===== src/hw/ps2_kbd_pkg.sv =====
package ps2_kbd_pkg;

    // ****************************************
    // scan code views.
    // ****************************************

    typedef struct packed {
        logic [3:0] hi;
        logic [3:0] lo;
    } ps2_nibbles_t;

    // one byte, read whole or as two hex nibbles.
    typedef union packed {
        logic [7:0]   raw;
        ps2_nibbles_t nib;
    } ps2_code_u;

    // release prefix sent before the code of a released key.
    localparam logic [7:0] BREAK_CODE = 8'hF0;

    // ****************************************
    // seven-segment patterns.
    // ****************************************

    // active low, bit 6 is segment a, bit 0 is segment g.
    localparam logic [6:0] SEG_BLANK = 7'b111_1111;

    function automatic logic [6:0] seg_hex(input logic [3:0] value);
        logic [6:0] pattern;
        case (value)
            4'h0:    pattern = 7'b000_0001;
            4'h1:    pattern = 7'b100_1111;
            4'h2:    pattern = 7'b001_0010;
            4'h3:    pattern = 7'b000_0110;
            4'h4:    pattern = 7'b100_1100;
            4'h5:    pattern = 7'b010_0100;
            4'h6:    pattern = 7'b010_0000;
            4'h7:    pattern = 7'b000_1111;
            4'h8:    pattern = 7'b000_0000;
            4'h9:    pattern = 7'b000_0100;
            4'hA:    pattern = 7'b000_1000;
            4'hB:    pattern = 7'b110_0000;
            4'hC:    pattern = 7'b011_0001;
            4'hD:    pattern = 7'b100_0010;
            4'hE:    pattern = 7'b011_0000;
            default: pattern = 7'b011_1000;
        endcase
        return pattern;
    endfunction

    // decimal digit, blank above nine.
    function automatic logic [6:0] seg_dec(input logic [7:0] value);
        logic [6:0] pattern;
        if (value < 8'd10) begin
            pattern = seg_hex(value[3:0]);
        end else begin
            pattern = SEG_BLANK;
        end
        return pattern;
    endfunction

endpackage


===== src/hw/ps2_frame_rx.sv =====
`timescale 1ns/1ps

module ps2_frame_rx (
    input  logic                   clk,
    input  logic                   rst_n,
    input  logic                   ps2_clk,
    input  logic                   ps2_data,
    output ps2_kbd_pkg::ps2_code_u code,
    output logic                   code_valid,
    output logic                   frame_err
);

    // start, eight data, parity, stop.
    localparam int FRAME_BITS = 11;

    logic [2:0]  clk_sync;
    logic [1:0]  data_sync;
    logic        fall;
    logic        bit_in;
    logic [3:0]  bit_cnt;
    logic [9:0]  shreg;
    logic [10:0] frame;
    logic        last_bit;
    logic        frame_ok;

    // ****************************************
    // line synchronisers.
    // ****************************************

    // idle lines are high, so reset to ones.
    always_ff @(posedge clk or negedge rst_n) begin
        if (!rst_n) begin
            clk_sync  <= 3'b111;
            data_sync <= 2'b11;
        end else begin
            clk_sync  <= {clk_sync[1:0], ps2_clk};
            data_sync <= {data_sync[0], ps2_data};
        end
    end

    // keyboard clock falling edge.
    assign fall   = clk_sync[2] & ~clk_sync[1];
    assign bit_in = data_sync[1];

    // ****************************************
    // frame assembly.
    // ****************************************

    always_ff @(posedge clk or negedge rst_n) begin
        if (!rst_n) begin
            bit_cnt <= '0;
        end else if (fall) begin
            if (last_bit) begin
                bit_cnt <= '0;
            end else begin
                bit_cnt <= bit_cnt + 4'd1;
            end
        end
    end

    // lsb first, so older bits drift toward bit 0.
    always_ff @(posedge clk) begin
        if (fall) begin
            shreg <= {bit_in, shreg[9:1]};
        end
    end

    assign last_bit = fall && (bit_cnt == 4'(FRAME_BITS - 1));
    assign frame    = {bit_in, shreg};

    // start low, stop high, odd parity over data and parity bit.
    assign frame_ok = !frame[0] && frame[10] && (^frame[9:1]);

    always_ff @(posedge clk or negedge rst_n) begin
        if (!rst_n) begin
            code_valid <= 1'b0;
            frame_err  <= 1'b0;
        end else begin
            code_valid <= last_bit && frame_ok;
            frame_err  <= last_bit && !frame_ok;
        end
    end

    always_ff @(posedge clk) begin
        if (last_bit) begin
            code.raw <= frame[8:1];
        end
    end

    // one frame ends in exactly one outcome, one cycle long.
    strobe_exclusive_a: assert property (
        @(posedge clk) disable iff (!rst_n)
        (code_valid || frame_err) |->
            !(code_valid && frame_err) ##1 !(code_valid || frame_err)
    );

endmodule


===== src/hw/key_event_ctrl.sv =====
`timescale 1ns/1ps

module key_event_ctrl #(
    parameter int COUNT_W = 8
) (
    input  logic                   clk,
    input  logic                   rst_n,
    input  logic                   code_valid,
    input  ps2_kbd_pkg::ps2_code_u code,
    output logic                   push,
    output ps2_kbd_pkg::ps2_code_u push_code,
    output logic [COUNT_W-1:0]     press_count
);

    import ps2_kbd_pkg::*;

    logic      release_pending;
    ps2_code_u last_make;
    logic      is_break;
    logic      is_make;
    logic      is_new;

    // ****************************************
    // code classification.
    // ****************************************

    assign is_break = (code.raw == BREAK_CODE);

    // the byte after a break prefix names the released key.
    assign is_make = code_valid && !is_break && !release_pending;

    // held keys repeat the same make code.
    assign is_new = (code.raw != last_make.raw);

    // set by a prefix, cleared by whatever byte follows it.
    always_ff @(posedge clk or negedge rst_n) begin
        if (!rst_n) begin
            release_pending <= 1'b0;
        end else if (code_valid) begin
            release_pending <= is_break;
        end
    end

    // ****************************************
    // push and press counter.
    // ****************************************

    // last_make starts as the prefix, which is never a make code.
    always_ff @(posedge clk or negedge rst_n) begin
        if (!rst_n) begin
            push          <= 1'b0;
            press_count   <= '0;
            last_make.raw <= BREAK_CODE;
        end else begin
            push <= is_make;
            if (is_make) begin
                last_make <= code;
                if (is_new) begin
                    press_count <= press_count + COUNT_W'(1);
                end
            end
        end
    end

    always_ff @(posedge clk) begin
        if (is_make) begin
            push_code <= code;
        end
    end

    // the count only moves on a received code.
    count_follows_code_a: assert property (
        @(posedge clk) disable iff (!rst_n)
        !$stable(press_count) |-> $past(code_valid)
    );

endmodule


===== src/hw/scan_fifo.sv =====
`timescale 1ns/1ps

module scan_fifo #(
    parameter int FIFO_DEPTH = 8
) (
    input  logic                   clk,
    input  logic                   rst_n,
    input  logic                   push,
    input  logic                   next_n,
    input  ps2_kbd_pkg::ps2_code_u push_code,
    output ps2_kbd_pkg::ps2_code_u head_code,
    output logic                   ready,
    output logic                   overflow
);

    import ps2_kbd_pkg::*;

    localparam int AW = $clog2(FIFO_DEPTH);
    localparam logic [AW:0] FULL_CNT = FIFO_DEPTH[AW:0];

    ps2_code_u   mem [FIFO_DEPTH];
    logic [AW:0] wr_ptr;
    logic [AW:0] rd_ptr;
    logic [AW:0] used;
    logic        full;
    logic        do_push;
    logic        do_pop;

    // ****************************************
    // pointers and status.
    // ****************************************

    // extra msb tells full from empty.
    assign full  = (wr_ptr[AW] != rd_ptr[AW]) && (wr_ptr[AW-1:0] == rd_ptr[AW-1:0]);
    assign ready = (wr_ptr != rd_ptr);
    assign used  = wr_ptr - rd_ptr;

    assign do_push = push && !full;
    assign do_pop  = !next_n && ready;

    always_ff @(posedge clk or negedge rst_n) begin
        if (!rst_n) begin
            wr_ptr   <= '0;
            rd_ptr   <= '0;
            overflow <= 1'b0;
        end else begin
            if (do_push) begin
                wr_ptr <= wr_ptr + 1'b1;
            end
            if (do_pop) begin
                rd_ptr <= rd_ptr + 1'b1;
            end
            // sticky until reset.
            if (push && full) begin
                overflow <= 1'b1;
            end
        end
    end

    // ****************************************
    // storage.
    // ****************************************

    always_ff @(posedge clk) begin
        if (do_push) begin
            mem[wr_ptr[AW-1:0]] <= push_code;
        end
    end

    assign head_code = mem[rd_ptr[AW-1:0]];

    occupancy_bound_a: assert property (
        @(posedge clk) disable iff (!rst_n)
        used <= FULL_CNT
    );

endmodule


===== src/hw/seg_display.sv =====
`timescale 1ns/1ps

module seg_display #(
    parameter int COUNT_W = 8
) (
    input  ps2_kbd_pkg::ps2_code_u head_code,
    input  logic                   ready,
    input  logic [COUNT_W-1:0]     press_count,
    output logic [6:0]             seg0,
    output logic [6:0]             seg1,
    output logic [6:0]             seg2,
    output logic [6:0]             seg3,
    output logic [6:0]             seg4,
    output logic [6:0]             seg5
);

    import ps2_kbd_pkg::*;

    logic [6:0] code_mod;
    logic [6:0] cnt_mod;
    logic [7:0] code_units;
    logic [7:0] code_tens;
    logic [7:0] cnt_units;
    logic [7:0] cnt_tens;

    // ****************************************
    // decimal split.
    // ****************************************

    // both values shown modulo 100.
    assign code_mod = 7'(head_code.raw % 8'd100);
    assign cnt_mod  = 7'(press_count % 100);

    assign code_units = 8'(code_mod % 7'd10);
    assign code_tens  = 8'(code_mod / 7'd10);
    assign cnt_units  = 8'(cnt_mod % 7'd10);
    assign cnt_tens   = 8'(cnt_mod / 7'd10);

    // ****************************************
    // digit drivers.
    // ****************************************

    // code digits go dark when nothing is queued.
    always_comb begin
        if (ready) begin
            seg0 = seg_hex(head_code.nib.lo);
            seg1 = seg_hex(head_code.nib.hi);
            seg2 = seg_dec(code_units);
            seg3 = seg_dec(code_tens);
        end else begin
            seg0 = SEG_BLANK;
            seg1 = SEG_BLANK;
            seg2 = SEG_BLANK;
            seg3 = SEG_BLANK;
        end
    end

    // press count always lit.
    assign seg4 = seg_dec(cnt_units);
    assign seg5 = seg_dec(cnt_tens);

endmodule


===== src/hw/ps2_kbd_top.sv =====
`timescale 1ns/1ps

module ps2_kbd_top #(
    parameter int FIFO_DEPTH = 8,
    parameter int COUNT_W    = 8
) (
    input  logic                   clk,
    input  logic                   rst_n,
    input  logic                   ps2_clk,
    input  logic                   ps2_data,
    input  logic                   next_n,
    output logic                   ready,
    output logic                   overflow,
    output logic                   frame_err,
    output ps2_kbd_pkg::ps2_code_u head_code,
    output logic [6:0]             seg0,
    output logic [6:0]             seg1,
    output logic [6:0]             seg2,
    output logic [6:0]             seg3,
    output logic [6:0]             seg4,
    output logic [6:0]             seg5
);

    import ps2_kbd_pkg::*;

    ps2_code_u          rx_code;
    logic               code_valid;
    logic               push;
    ps2_code_u          push_code;
    logic [COUNT_W-1:0] press_count;

    // keyboard line receiver.
    ps2_frame_rx rx_i (
        .clk        (clk),
        .rst_n      (rst_n),
        .ps2_clk    (ps2_clk),
        .ps2_data   (ps2_data),
        .code       (rx_code),
        .code_valid (code_valid),
        .frame_err  (frame_err)
    );

    key_event_ctrl #(
        .COUNT_W (COUNT_W)
    ) ctrl_i (
        .clk         (clk),
        .rst_n       (rst_n),
        .code_valid  (code_valid),
        .code        (rx_code),
        .push        (push),
        .push_code   (push_code),
        .press_count (press_count)
    );

    scan_fifo #(
        .FIFO_DEPTH (FIFO_DEPTH)
    ) fifo_i (
        .clk       (clk),
        .rst_n     (rst_n),
        .push      (push),
        .next_n    (next_n),
        .push_code (push_code),
        .head_code (head_code),
        .ready     (ready),
        .overflow  (overflow)
    );

    seg_display #(
        .COUNT_W (COUNT_W)
    ) disp_i (
        .head_code   (head_code),
        .ready       (ready),
        .press_count (press_count),
        .seg0        (seg0),
        .seg1        (seg1),
        .seg2        (seg2),
        .seg3        (seg3),
        .seg4        (seg4),
        .seg5        (seg5)
    );

endmodule


===== config.mk =====
export PLATFORM = sky130hd
export DESIGN_NAME = ps2_kbd_top
export DESIGN_NICKNAME = d
export VERILOG_FILES = /design/src/hw/ps2_kbd_pkg.sv /design/src/hw/ps2_frame_rx.sv /design/src/hw/key_event_ctrl.sv /design/src/hw/scan_fifo.sv /design/src/hw/seg_display.sv /design/src/hw/ps2_kbd_top.sv
export SDC_FILE = /design/constraint.sdc
export NUM_CORES = 1
export LEC_CHECK = 0
export ABC_AREA = 0
export BUFFER_PORTS_ARGS = -buffer_cell sky130_fd_sc_hd__clkbuf_2
export CORE_ASPECT_RATIO = 0.7
export CORE_MARGIN = 3
export CORE_UTILIZATION = 60
export CTS_CLUSTER_DIAMETER = 100
export DETAILED_ROUTE_END_ITERATION = 10
export PLACE_DENSITY = 0.79
export SYNTH_ARGS = -nofsm -noshare
export SYNTH_HDL_FRONTEND = slang
export SYNTH_SLANG_ARGS = --single-unit

===== constraint.sdc =====
create_clock -name clk -period 12.85 [get_ports clk]
set_input_delay 0.6425 -clock clk [delete_from_list [all_inputs] [get_ports clk]]
set_output_delay 0.6425 -clock clk [all_outputs]
set_load 0.01 [all_outputs]

Word-level counts from Yosys, hierarchy flattened
Memories as Yosys holds them, arrays and structs flattened.
Cells that the tools add are included.
- memories: 7
- bits in read-only memories: 672
- register bits after elaboration: 64
- bits in writable memories: 64
- output and inout port bits: 53
- latch bits: 0
- memory list (name ; depth ; width ; rd ports ; clocked after memory_dff ; wr ports ; RTL line ; RTL):
    (name not given) ; 16 ; 7 ; 1 ; 0 ; 0 ; ps2_kbd_pkg.sv:30 ; case (value)
    (name not given) ; 16 ; 7 ; 1 ; 0 ; 0 ; ps2_kbd_pkg.sv:30 ;
    (name not given) ; 16 ; 7 ; 1 ; 0 ; 0 ; ps2_kbd_pkg.sv:30 ;
    (name not given) ; 16 ; 7 ; 1 ; 0 ; 0 ; ps2_kbd_pkg.sv:30 ;
    (name not given) ; 16 ; 7 ; 1 ; 0 ; 0 ; ps2_kbd_pkg.sv:30 ;
    (name not given) ; 16 ; 7 ; 1 ; 0 ; 0 ; ps2_kbd_pkg.sv:30 ;
    1 more memories ; -- ; -- ; -- ; -- ; -- ; -- ;
- divide/modulo/power cells: 6
- $add $sub $neg: 4
- reduce and logical (&&, ||, !) cells: 19
- $mul: 0
- shift operators: 0
- bitwise logic cells: 2
- $lt $le $gt $ge: 4
- muxes and demuxes: 11
- equal/unequal tests: 6
- operators with widths (cell ; count):
    7-bit two-way mux ; 8
    8-bit by 4-bit less-than comparator with 1-bit output (second input constant) ; 4
    8-bit by 7-bit modulo with 32-bit output (second input constant) ; 1
    7-bit by 4-bit divider with 8-bit output (second input constant) ; 2
    7-bit by 4-bit modulo with 8-bit output (second input constant) ; 2
    4-bit by 1-bit adder with 4-bit output (second input constant) ; 3
    1-bit logical AND ; 11
    9-bit parity ; 1
    8-bit by 1-bit adder with 8-bit output (second input constant) ; 1
    8-bit equality test (second input constant) ; 1
    8-bit by 7-bit modulo with 8-bit output (second input constant) ; 1
    8-bit != test ; 1
    1-bit logical NOT ; 6
    4-bit equality test (second input constant) ; 1
    4-bit two-way mux ; 1
    4-bit != test ; 1
    3-bit equality test ; 1
    1-bit two-way mux ; 2
    2-bit AND reduction ; 1
    1-bit AND ; 1
    1-bit != test ; 1
    1-bit inverter ; 1

Longest topological paths before layout
Gate-level depths: netlist of the first run.
- word-level depth: 6
- depth in mapped cells: 22
- gate-level depth less buffers: 19

Hierarchy
From an unflattened synthesis of the first run, not the netlist that was laid out.
- cell total of the unflattened synthesis: 815
- area, all modules: 8878.5 µm²
- by module, submodules not included (module ; instances ; cells each ; area each (µm²)):
    seg_display ; 1 ; 521 ; 3654.8
    scan_fifo ; 1 ; 150 ; 3078.0
    key_event_ctrl ; 1 ; 83 ; 1099.8
    ps2_frame_rx ; 1 ; 61 ; 1046.0

Least setup slack after synthesis of the first run
OpenSTA, ideal clock, no wires.
- path kind: register to output
- start point: reg ctrl_i.press_count[5]
- end point: out seg4[0]
- slack: 7.306 ns
- data required time: 12.207 ns
- arrival: 4.901 ns
- cell stages (with the launch flop): 20
- path through: dfrtp_1 -> buf_2 -> o31ai_1 -> inv_1 -> ha_1 -> nand2b_1 -> o21a_1 -> o21ai_1 -> a21oi_1 -> o311ai_0 -> o21ai_0 -> a211oi_1 -> nor2_1 -> ha_1 -> inv_1 -> a311oi_1 -> a311o_1 -> inv_1 -> nor3_1 -> o31ai_1
- word-level cells in the longest chain between the ends: 4
- ends and longest elaborated chain (what ; RTL line ; RTL):
    start, declared ; key_event_ctrl.sv:12 ; output logic [COUNT_W-1:0] press_count
    start signal, assigned ; key_event_ctrl.sv:59 ; press_count <= press_count + COUNT_W'(1);
    8-bit by 7-bit modulo with 32-bit output (*) ; seg_display.sv:32 ; assign cnt_mod = 7'(press_count % 100);
    7-bit by 4-bit modulo with 8-bit output (*) ; seg_display.sv:36 ; assign cnt_units = 8'(cnt_mod % 7'd10);
    8-bit by 4-bit less-than comparator with 1-bit output / memory 16 x 7 bit (equally long branches) ; -- ;
    7-bit two-way mux (*) ; ps2_kbd_pkg.sv:54 ; if (value < 8'd10) begin
    end, declared ; ps2_kbd_top.sv:20 ; output logic [6:0] seg4,
Every way passes the cells marked *; elsewhere a longest branch is shown, timed or not.

Worst setup path in the final report of the first run
- start point: reg fifo_i.rd_ptr[0]
- end point: out seg2[3]
- word-level cells in the longest chain between the ends: 6
- ends and longest elaborated chain (what ; RTL line ; RTL):
    start, declared ; scan_fifo.sv:23 ; logic [AW:0] rd_ptr;
    start signal, assigned ; scan_fifo.sv:51 ; rd_ptr <= rd_ptr + 1'b1;
    memory 8 x 8 bit ; -- ;
    8-bit by 7-bit modulo with 8-bit output ; seg_display.sv:31 ; assign code_mod = 7'(head_code.raw % 8'd100);
    7-bit by 4-bit modulo with 8-bit output ; seg_display.sv:34 ; assign code_units = 8'(code_mod % 7'd10);
    8-bit by 4-bit less-than comparator with 1-bit output / memory 16 x 7 bit (equally long branches) ; -- ;
    7-bit two-way mux ; ps2_kbd_pkg.sv:54 ;
    7-bit two-way mux (*) ; seg_display.sv:45 ; if (ready) begin
    end, declared ; ps2_kbd_top.sv:18 ; output logic [6:0] seg2,
Marked as above.

==> results of run 1 <==
## area by class of cell
cell class	count	area share [%]
sequential	128	38.7
clock inverter	3	0.159
tap	185	2.45
timing repair buffer	64	3.57
multi-input combinational	610	47.6
clock buffer	29	6.07
inverter	35	1.42
## flip-flops by register name (all words and copies together), names as in the netlist
register / cells
fifo_i.mem: 64
rx_i.shreg: 10
ctrl_i.last_make: 8
ctrl_i.press_count: 8
ctrl_i.push_code: 8
rx_i.code: 8
fifo_i.rd_ptr: 4
fifo_i.wr_ptr: 4
rx_i.bit_cnt: 4
rx_i.clk_sync: 3
rx_i.data_sync: 2
ctrl_i.push: 1
ctrl_i.release_pending: 1
fifo_i.overflow: 1
rx_i.code_valid: 1
rx_i.frame_err: 1
## metal layers
layer	part of all wire (%)	routed length [um]	global-route usage [%]	vias to the layer above
met5	0	0	0	-
met4	1.6	328	7.05	0
met3	9.0	1850	7.05	43
met2	48	9890	43.2	376
met1	42	8580	37.2	3390
li1	-	-	-	3190
## how the worst max path moves through the flow
| stage | depth (start not counted) | start | end |
|---|---|---|---|
| finish | 18 | fifo_i.rd_ptr[0]$_DFFE_PN0P_ | seg2[3] |
| global route | 19 | fifo_i.rd_ptr[0]$_DFFE_PN0P_ | seg2[0] |
| CTS | 19 | fifo_i.rd_ptr[0]$_DFFE_PN0P_ | seg2[0] |
| detailed placement | 19 | fifo_i.rd_ptr[0]$_DFFE_PN0P_ | seg2[0] |
| global placement | 18 | fifo_i.rd_ptr[0]$_DFFE_PN0P_ | seg2[0] |
| floorplan | 19 | ctrl_i.press_count[5]$_DFFE_PN0P_ | seg4[0] |
## per-stage QoR
stage          hold WS (ns)  instances
3_3_place_gp          0.350       1022
6_report              0.309       1054
5_1_grt               0.291       1054
3_5_place_dp          0.349       1022
2_1_floorplan         0.345        814
4_1_cts               0.299       1054
## cell usage after synthesis (14+ instances only)
cell type,number
edfxtp_1,90
nor2_1,62
nor3_1,29
a211oi_1,18
ha_1,47
a21oi_1,47
inv_1,28
nand2_1,86
nand3_1,15
o21ai_0,36
mux2i_1,14
dfrtp_1,29
clkbuf_1,22
mux4_2,16
xnor2_1,25
xor2_1,16
## kinds of logic after synthesis
| logic type | after synthesis | share of synthesized area [%] |
|---|---|---|
| flops | 128 | 43.1 |
| buf+inv | 76 | 3.94 |
| compound gates | 226 | 19.5 |
| simple gates | 252 | 13.9 |
| mux | 43 | 8.30 |
| xor+xnor | 41 | 4.22 |
| fa+ha+maj | 48 | 7.03 |
## layout by cell type (no fill, tap or decap), types with 7 or more instances in the layout
master / count
nor4_1: 12
a221o_1: 7
clkbuf_2: 57
mux2i_1: 14
a211oi_1: 18
and3_1: 8
clkbuf_16: 20
nor3_1: 29
mux4_2: 16
dfrtp_1: 29
o221ai_1: 9
xnor2_1: 25
a21oi_1: 47
buf_4: 7
edfxtp_1: 90
nand3_1: 15
o21ai_0: 36
inv_1: 28
nor2_1: 62
nand2_1: 86
ha_1: 47
dfstp_2: 9
xor2_1: 16
nand2b_1: 7
o211ai_1: 9
o31ai_1: 11
==> metrics, run 1 <==
Design Area, Final=between 9000 and 10000 um^2; CP endpoint kind=primary output; share of post-route cells with drive strength above 1=18.1%; Max transition margin=23.1%; Post-DP Area=8870 um^2; delay of the slowest cell on the worst path=around 1.0 ns; Synth Area per Inst=approximately 10 um^2; pre-CTS setup slack=between 5 and 6 ns; worst hold-check path type=in -> reg; placeable core region=approximately 13000 um^2; buffers plus inverters on the worst setup path=4; nature of the critical path startpoint=flip-flop; detail-routed net length per standard cell=slightly below 20 um; share of synthesized flip-flops with an asynchronous set or reset=29.7%; Setup Skew=0.0151 ns; critical path class=reg -> out; wire length of the first global-routing pass=33900 um; worst slew pin tran=1.15 ns; via count of the first global-routing pass=6730; aggregate global-route resource usage=27.1%; area taken by flip-flops and latches=3660 um^2; number of nets produced by synthesis=866; post-layout utilization of the core=70.1%; number of buffers created by CTS=17; clock-pin slew on the worst setup and hold paths=0.05 ns; DRT Wirelength=20700 um; Ant. Diodes=0; Post-CTS Hold Fix Bufs=0; start point of the worst hold path=ps2_data; post-detailed-route count of antenna-violating nets=0; CP delay by family, top=compound AO/OA/AOI/OAI gates; number of iterations in the first detailed-routing pass=5; result of the run=finished clean; flop-to-flop setup slack=9.67 ns; chain of cells forming the critical path=mux4_2, mux2i_4, inv_1, nor3_2, a21oi_2, nor3_1, o311ai_0, a31oi_1, a211o_4, inv_4, xnor2_1, inv_1, ha_1, nand3_1, nor2_1, o31ai_1, o311ai_1, clkbuf_2; commonest register cell after synthesis=edfxtp_1; Worst EP required=~12 ns; largest driver fanout on the critical path=18; minimum clock period after layout=around 7.5 ns; final worst-path cycle share=58.5%; Post-Synthesis Cells=814; row cnt=35; latest clock arrival within the worst-skew pair=0.42 ns; floorplan die width=about 150 um; setup slack of the critical path after layout=5.34 ns; Post CTS Setup Buffer Count=0; vertical die dimension=106 um; EDFF count, synth=90; CTS H-tree depth=4; total congestion overflow after global routing=0; vias after detailed routing=6999; routed via count divided by cell count=6.64; number of hold violations in the final report=0; reported max-cap violation count=0; data arrival time at the worst-slack endpoint=6.87 ns; setup repair after global routing missed its margin=false; maximum number of pins on one net before global-route repair=39; Area contributors post-synth=edfxtp_1 32%, dfrtp_1 8.5%, ha_1 6.9%, mux4_2 4.2%, nand2_1 3.8%; area enclosed by the die boundary=15700 um^2; quantity of I/O buffers inserted on ports=57; Synthesis Warnings=0; area delta synth->final=11.3%; sequential cell area fraction in the yosys report=between 40% and 50%; clock tree from TritonCTS=yes; starting DRC count in detailed routing=888; count of final setup violators=0; Setup Total Neg Slack=0 ns; reg-to-reg critical path startpoint=fifo_i.rd_ptr[0]$_DFFE_PN0P_; Max Fclk=133 MHz; number of filler cells placed in the layout=936; summed instance area of the synthesized netlist=8500 um^2; top-level I/O count=just under 60; Cells on Worst Hold Path=1; root cell of the clock tree=clkbuf_16; number of unique standard cell types used by synthesis=90; cell type contributing the most total cell area after synthesis=edfxtp_1; post-synthesis sequential element count=about 130; area of the multi-input gates=4500 um^2; clk sink count=128; cell repeated most along the worst path=inv_1; starting density of the core=63.0%; count of instances resized after the clock tree is built=0; RR Endpoint=fifo_i.mem[6][1]$_DFFE_PP_; number of buffers on the longest clock path=2; detailed-placement wirelength estimate=14100 um; Final Max Slew Viols=0; cell type of the slowest stage on the worst timing path=dfrtp_1; post-synth top area share=a little under a third; cell depth of the worst flop-to-flop path=6; gp weighted congestion=0.954; worst-case hold path end point=rx_i.data_sync[0]$_DFF_PN1_; Post-route DRC=0; initial antenna violation count=0; nets@finish=between 900 and 1000
Power of run 1 is left out: the tool's default activity adds up to more than one toggle a clock period on the data nets, which glitch-free logic cannot reach.
==> run 2: changes to the inputs <==
CORE_UTILIZATION = 56   (was 60)
PLACE_DENSITY = 0.78   (was 0.79)
clock period = 6.6 ns   (was 12.85 ns; I/O delays follow)
==> run 2 against run 1 <==
  * First-iteration DRC count is 41% lower
  * Hold slack worse by 0.24 ns
  * Largest cell class unchanged
  * Critical endpoint is now seg2[4]
  * Core utilization is 5.2 points lower
==> metrics, run 2 (synthesized netlist as in run 1, its figures left out) <==
Largest register FFs=64 (unchanged); vertical die dimension=109 um (+3.3%); Worst EP required=6.27 ns (-5.94 ns); critical path class=reg -> out; number of iterations in the first detailed-routing pass=7 (+2); placeable core region=14800 um^2 (+9.5%); Ant. Diodes=0 (unchanged); initial antenna violation count=0 (unchanged); nets@finish=922 (+1.5%); gp weighted congestion=0.980 (+2.7%); area enclosed by the die boundary=16700 um^2 (+6.8%); result of the run=finished clean; detail-routed net length per standard cell=17.7 um (-9.6%); quantity of I/O buffers inserted on ports=57 (unchanged); routed via count divided by cell count=6.20 (-6.6%); nature of the critical path startpoint=flip-flop; Max transition margin=32.8% (+9.8 points); post-layout utilization of the core=65.0% (-5.2 points); clock tree from TritonCTS=yes; floorplan die width=153 um (+3.4%); number of hold violations in the final report=0 (unchanged); clock-pin slew on the worst setup and hold paths=0.06 ns (about the same); starting DRC count in detailed routing=521 (-41%); DRT Wirelength=19100 um (-7.5%); number of buffers on the longest clock path=2 (unchanged); wire length of the first global-routing pass=31000 um (-8.8%); root cell of the clock tree=clkbuf_16; detailed-placement wirelength estimate=13500 um (-4.5%); via count of the first global-routing pass=5992 (-11%); Post-route DRC=0 (unchanged); chain of cells forming the critical path=buf_6, mux4_2, mux2i_4, ha_1, a31oi_2, a311o_1, a211oi_1, a211oi_1, o221ai_1, and2_1, inv_1, ha_1, a311o_1, o21ai_0, o21ai_0, a221o_1, o221ai_2, clkbuf_2; starting density of the core=57.6% (-5.5 points); clk sink count=128 (unchanged); Final Non-Filler Cells=1078 (+2.3%); Final Max Slew Viols=0 (unchanged); reported max-cap violation count=0 (unchanged); largest driver fanout on the critical path=18 (unchanged); final worst-path cycle share=94.6%; Setup Total Neg Slack=0 ns (unchanged); maximum number of pins on one net before global-route repair=39 (unchanged); leading cell type in the layout, fill and taps excluded=edfxtp_1; top-level I/O count=58 (unchanged); total congestion overflow after global routing=0 (unchanged); number of buffers created by CTS=17 (unchanged); cell type of the slowest stage on the worst timing path=a211oi_1; row cnt=37 (+5.7%); CP endpoint kind=primary output; Max Fclk=160 MHz; vias after detailed routing=6685 (-4.5%); placed cell count=1044 (+2.2%); worst slew pin tran=0.995 ns (-0.155 ns); share of post-route cells with drive strength above 1=21.0% (+2.9 points); minimum clock period after layout=6.24 ns; data arrival time at the worst-slack endpoint=5.91 ns (-0.96 ns); delay of the slowest cell on the worst path=0.59 ns (-0.45 ns); top library cells by usage in the layout, fill and taps aside=90 x edfxtp_1, 86 x nand2_1, 60 x nor2_1; Post CTS Setup Buffer Count=0 (unchanged); flop-to-flop setup slack=3.65 ns (-6.02 ns); post-detailed-route count of antenna-violating nets=0 (unchanged); aggregate global-route resource usage=22.9% (-4.2 points); area delta synth->final=12.9%; setup repair after global routing missed its margin=false; count of final setup violators=0 (unchanged); CTS H-tree depth=4 (unchanged); latest clock arrival within the worst-skew pair=0.41 ns (about the same); Setup Skew=0.00950 ns (-0.00557 ns); worst hold-check path type=in -> async
-- run 2: final cells by class --
type                       count  area, um^2
sequential                   128        3660
inverter                      35         134
timing repair buffer          78         452
tap                          195         244
multi-input combinational    610        4570
clock inverter                14         106
clock buffer                  18         429
fill                        1136        5170
-- run 2: path summary, 6_finish.rpt --
| path | start | endpoint | cells past startpoint |
|---|---|---|---|
| worst max-delay path | fifo_i.rd_ptr[0]$_DFFE_PN0P_ | seg2[4] | 18 |
| worst min-delay path | rst_n | rx_i.bit_cnt[0]$_DFFE_PN0P_ | 1 |
| worst max register to register | fifo_i.rd_ptr[2]$_DFFE_PN0P_ | fifo_i.mem[4][1]$_DFFE_PP_ | 7 |
| worst min register to register | rx_i.clk_sync[0]$_DFF_PN1_ | rx_i.clk_sync[1]$_DFF_PN1_ | 0 |
| max in group asynchronous | rst_n | fifo_i.rd_ptr[2]$_DFFE_PN0P_ | 1 |
| min in group clk | next_n | fifo_i.rd_ptr[0]$_DFFE_PN0P_ | 3 |
-- run 2: repair_timing --
item	CTS	global route
gates resized for setup	0	14
hold buffers	2	0
hold endpoints to repair	2	0
endpoints found under the setup margin	0	15
-- run 2: worst max-delay path, delay by kind of cell (launching register included) --
family          cells  cell delay, ns
mux                 2            0.92
compound gates     10            2.90
simple gates        1            0.20
buf+inv             3            0.54
flops               1            0.34
fa+ha+maj           2            0.59
-- run 2: layer usage --
layer / wire length (um) / GRT usage, % / vias to the layer above
li1: - / - / 3209
met3: 1480 / 5.20 / 13
met1: 9090 / 35.3 / 3189
met4: 133 / 4.13 / 0
met2: 8400 / 33.6 / 274
met5: 0 / 0 / -
-- run 2: per-stage QoR --
stage | hold WS (ns) | area [um^2] | setup WS [ns]
6_report | 0.0652 | 9600 | 0.356
5_1_grt | 0.118 | 9600 | 0.0143
4_1_cts | 0.0823 | 9530 | 0.0538
3_5_place_dp | 0.349 | 8980 | 0.516
3_3_place_gp | 0.346 | 8980 | 0.609
2_1_floorplan | 0.0344 | 8500 | 1.37
Power of run 2 is left out for the same reason.
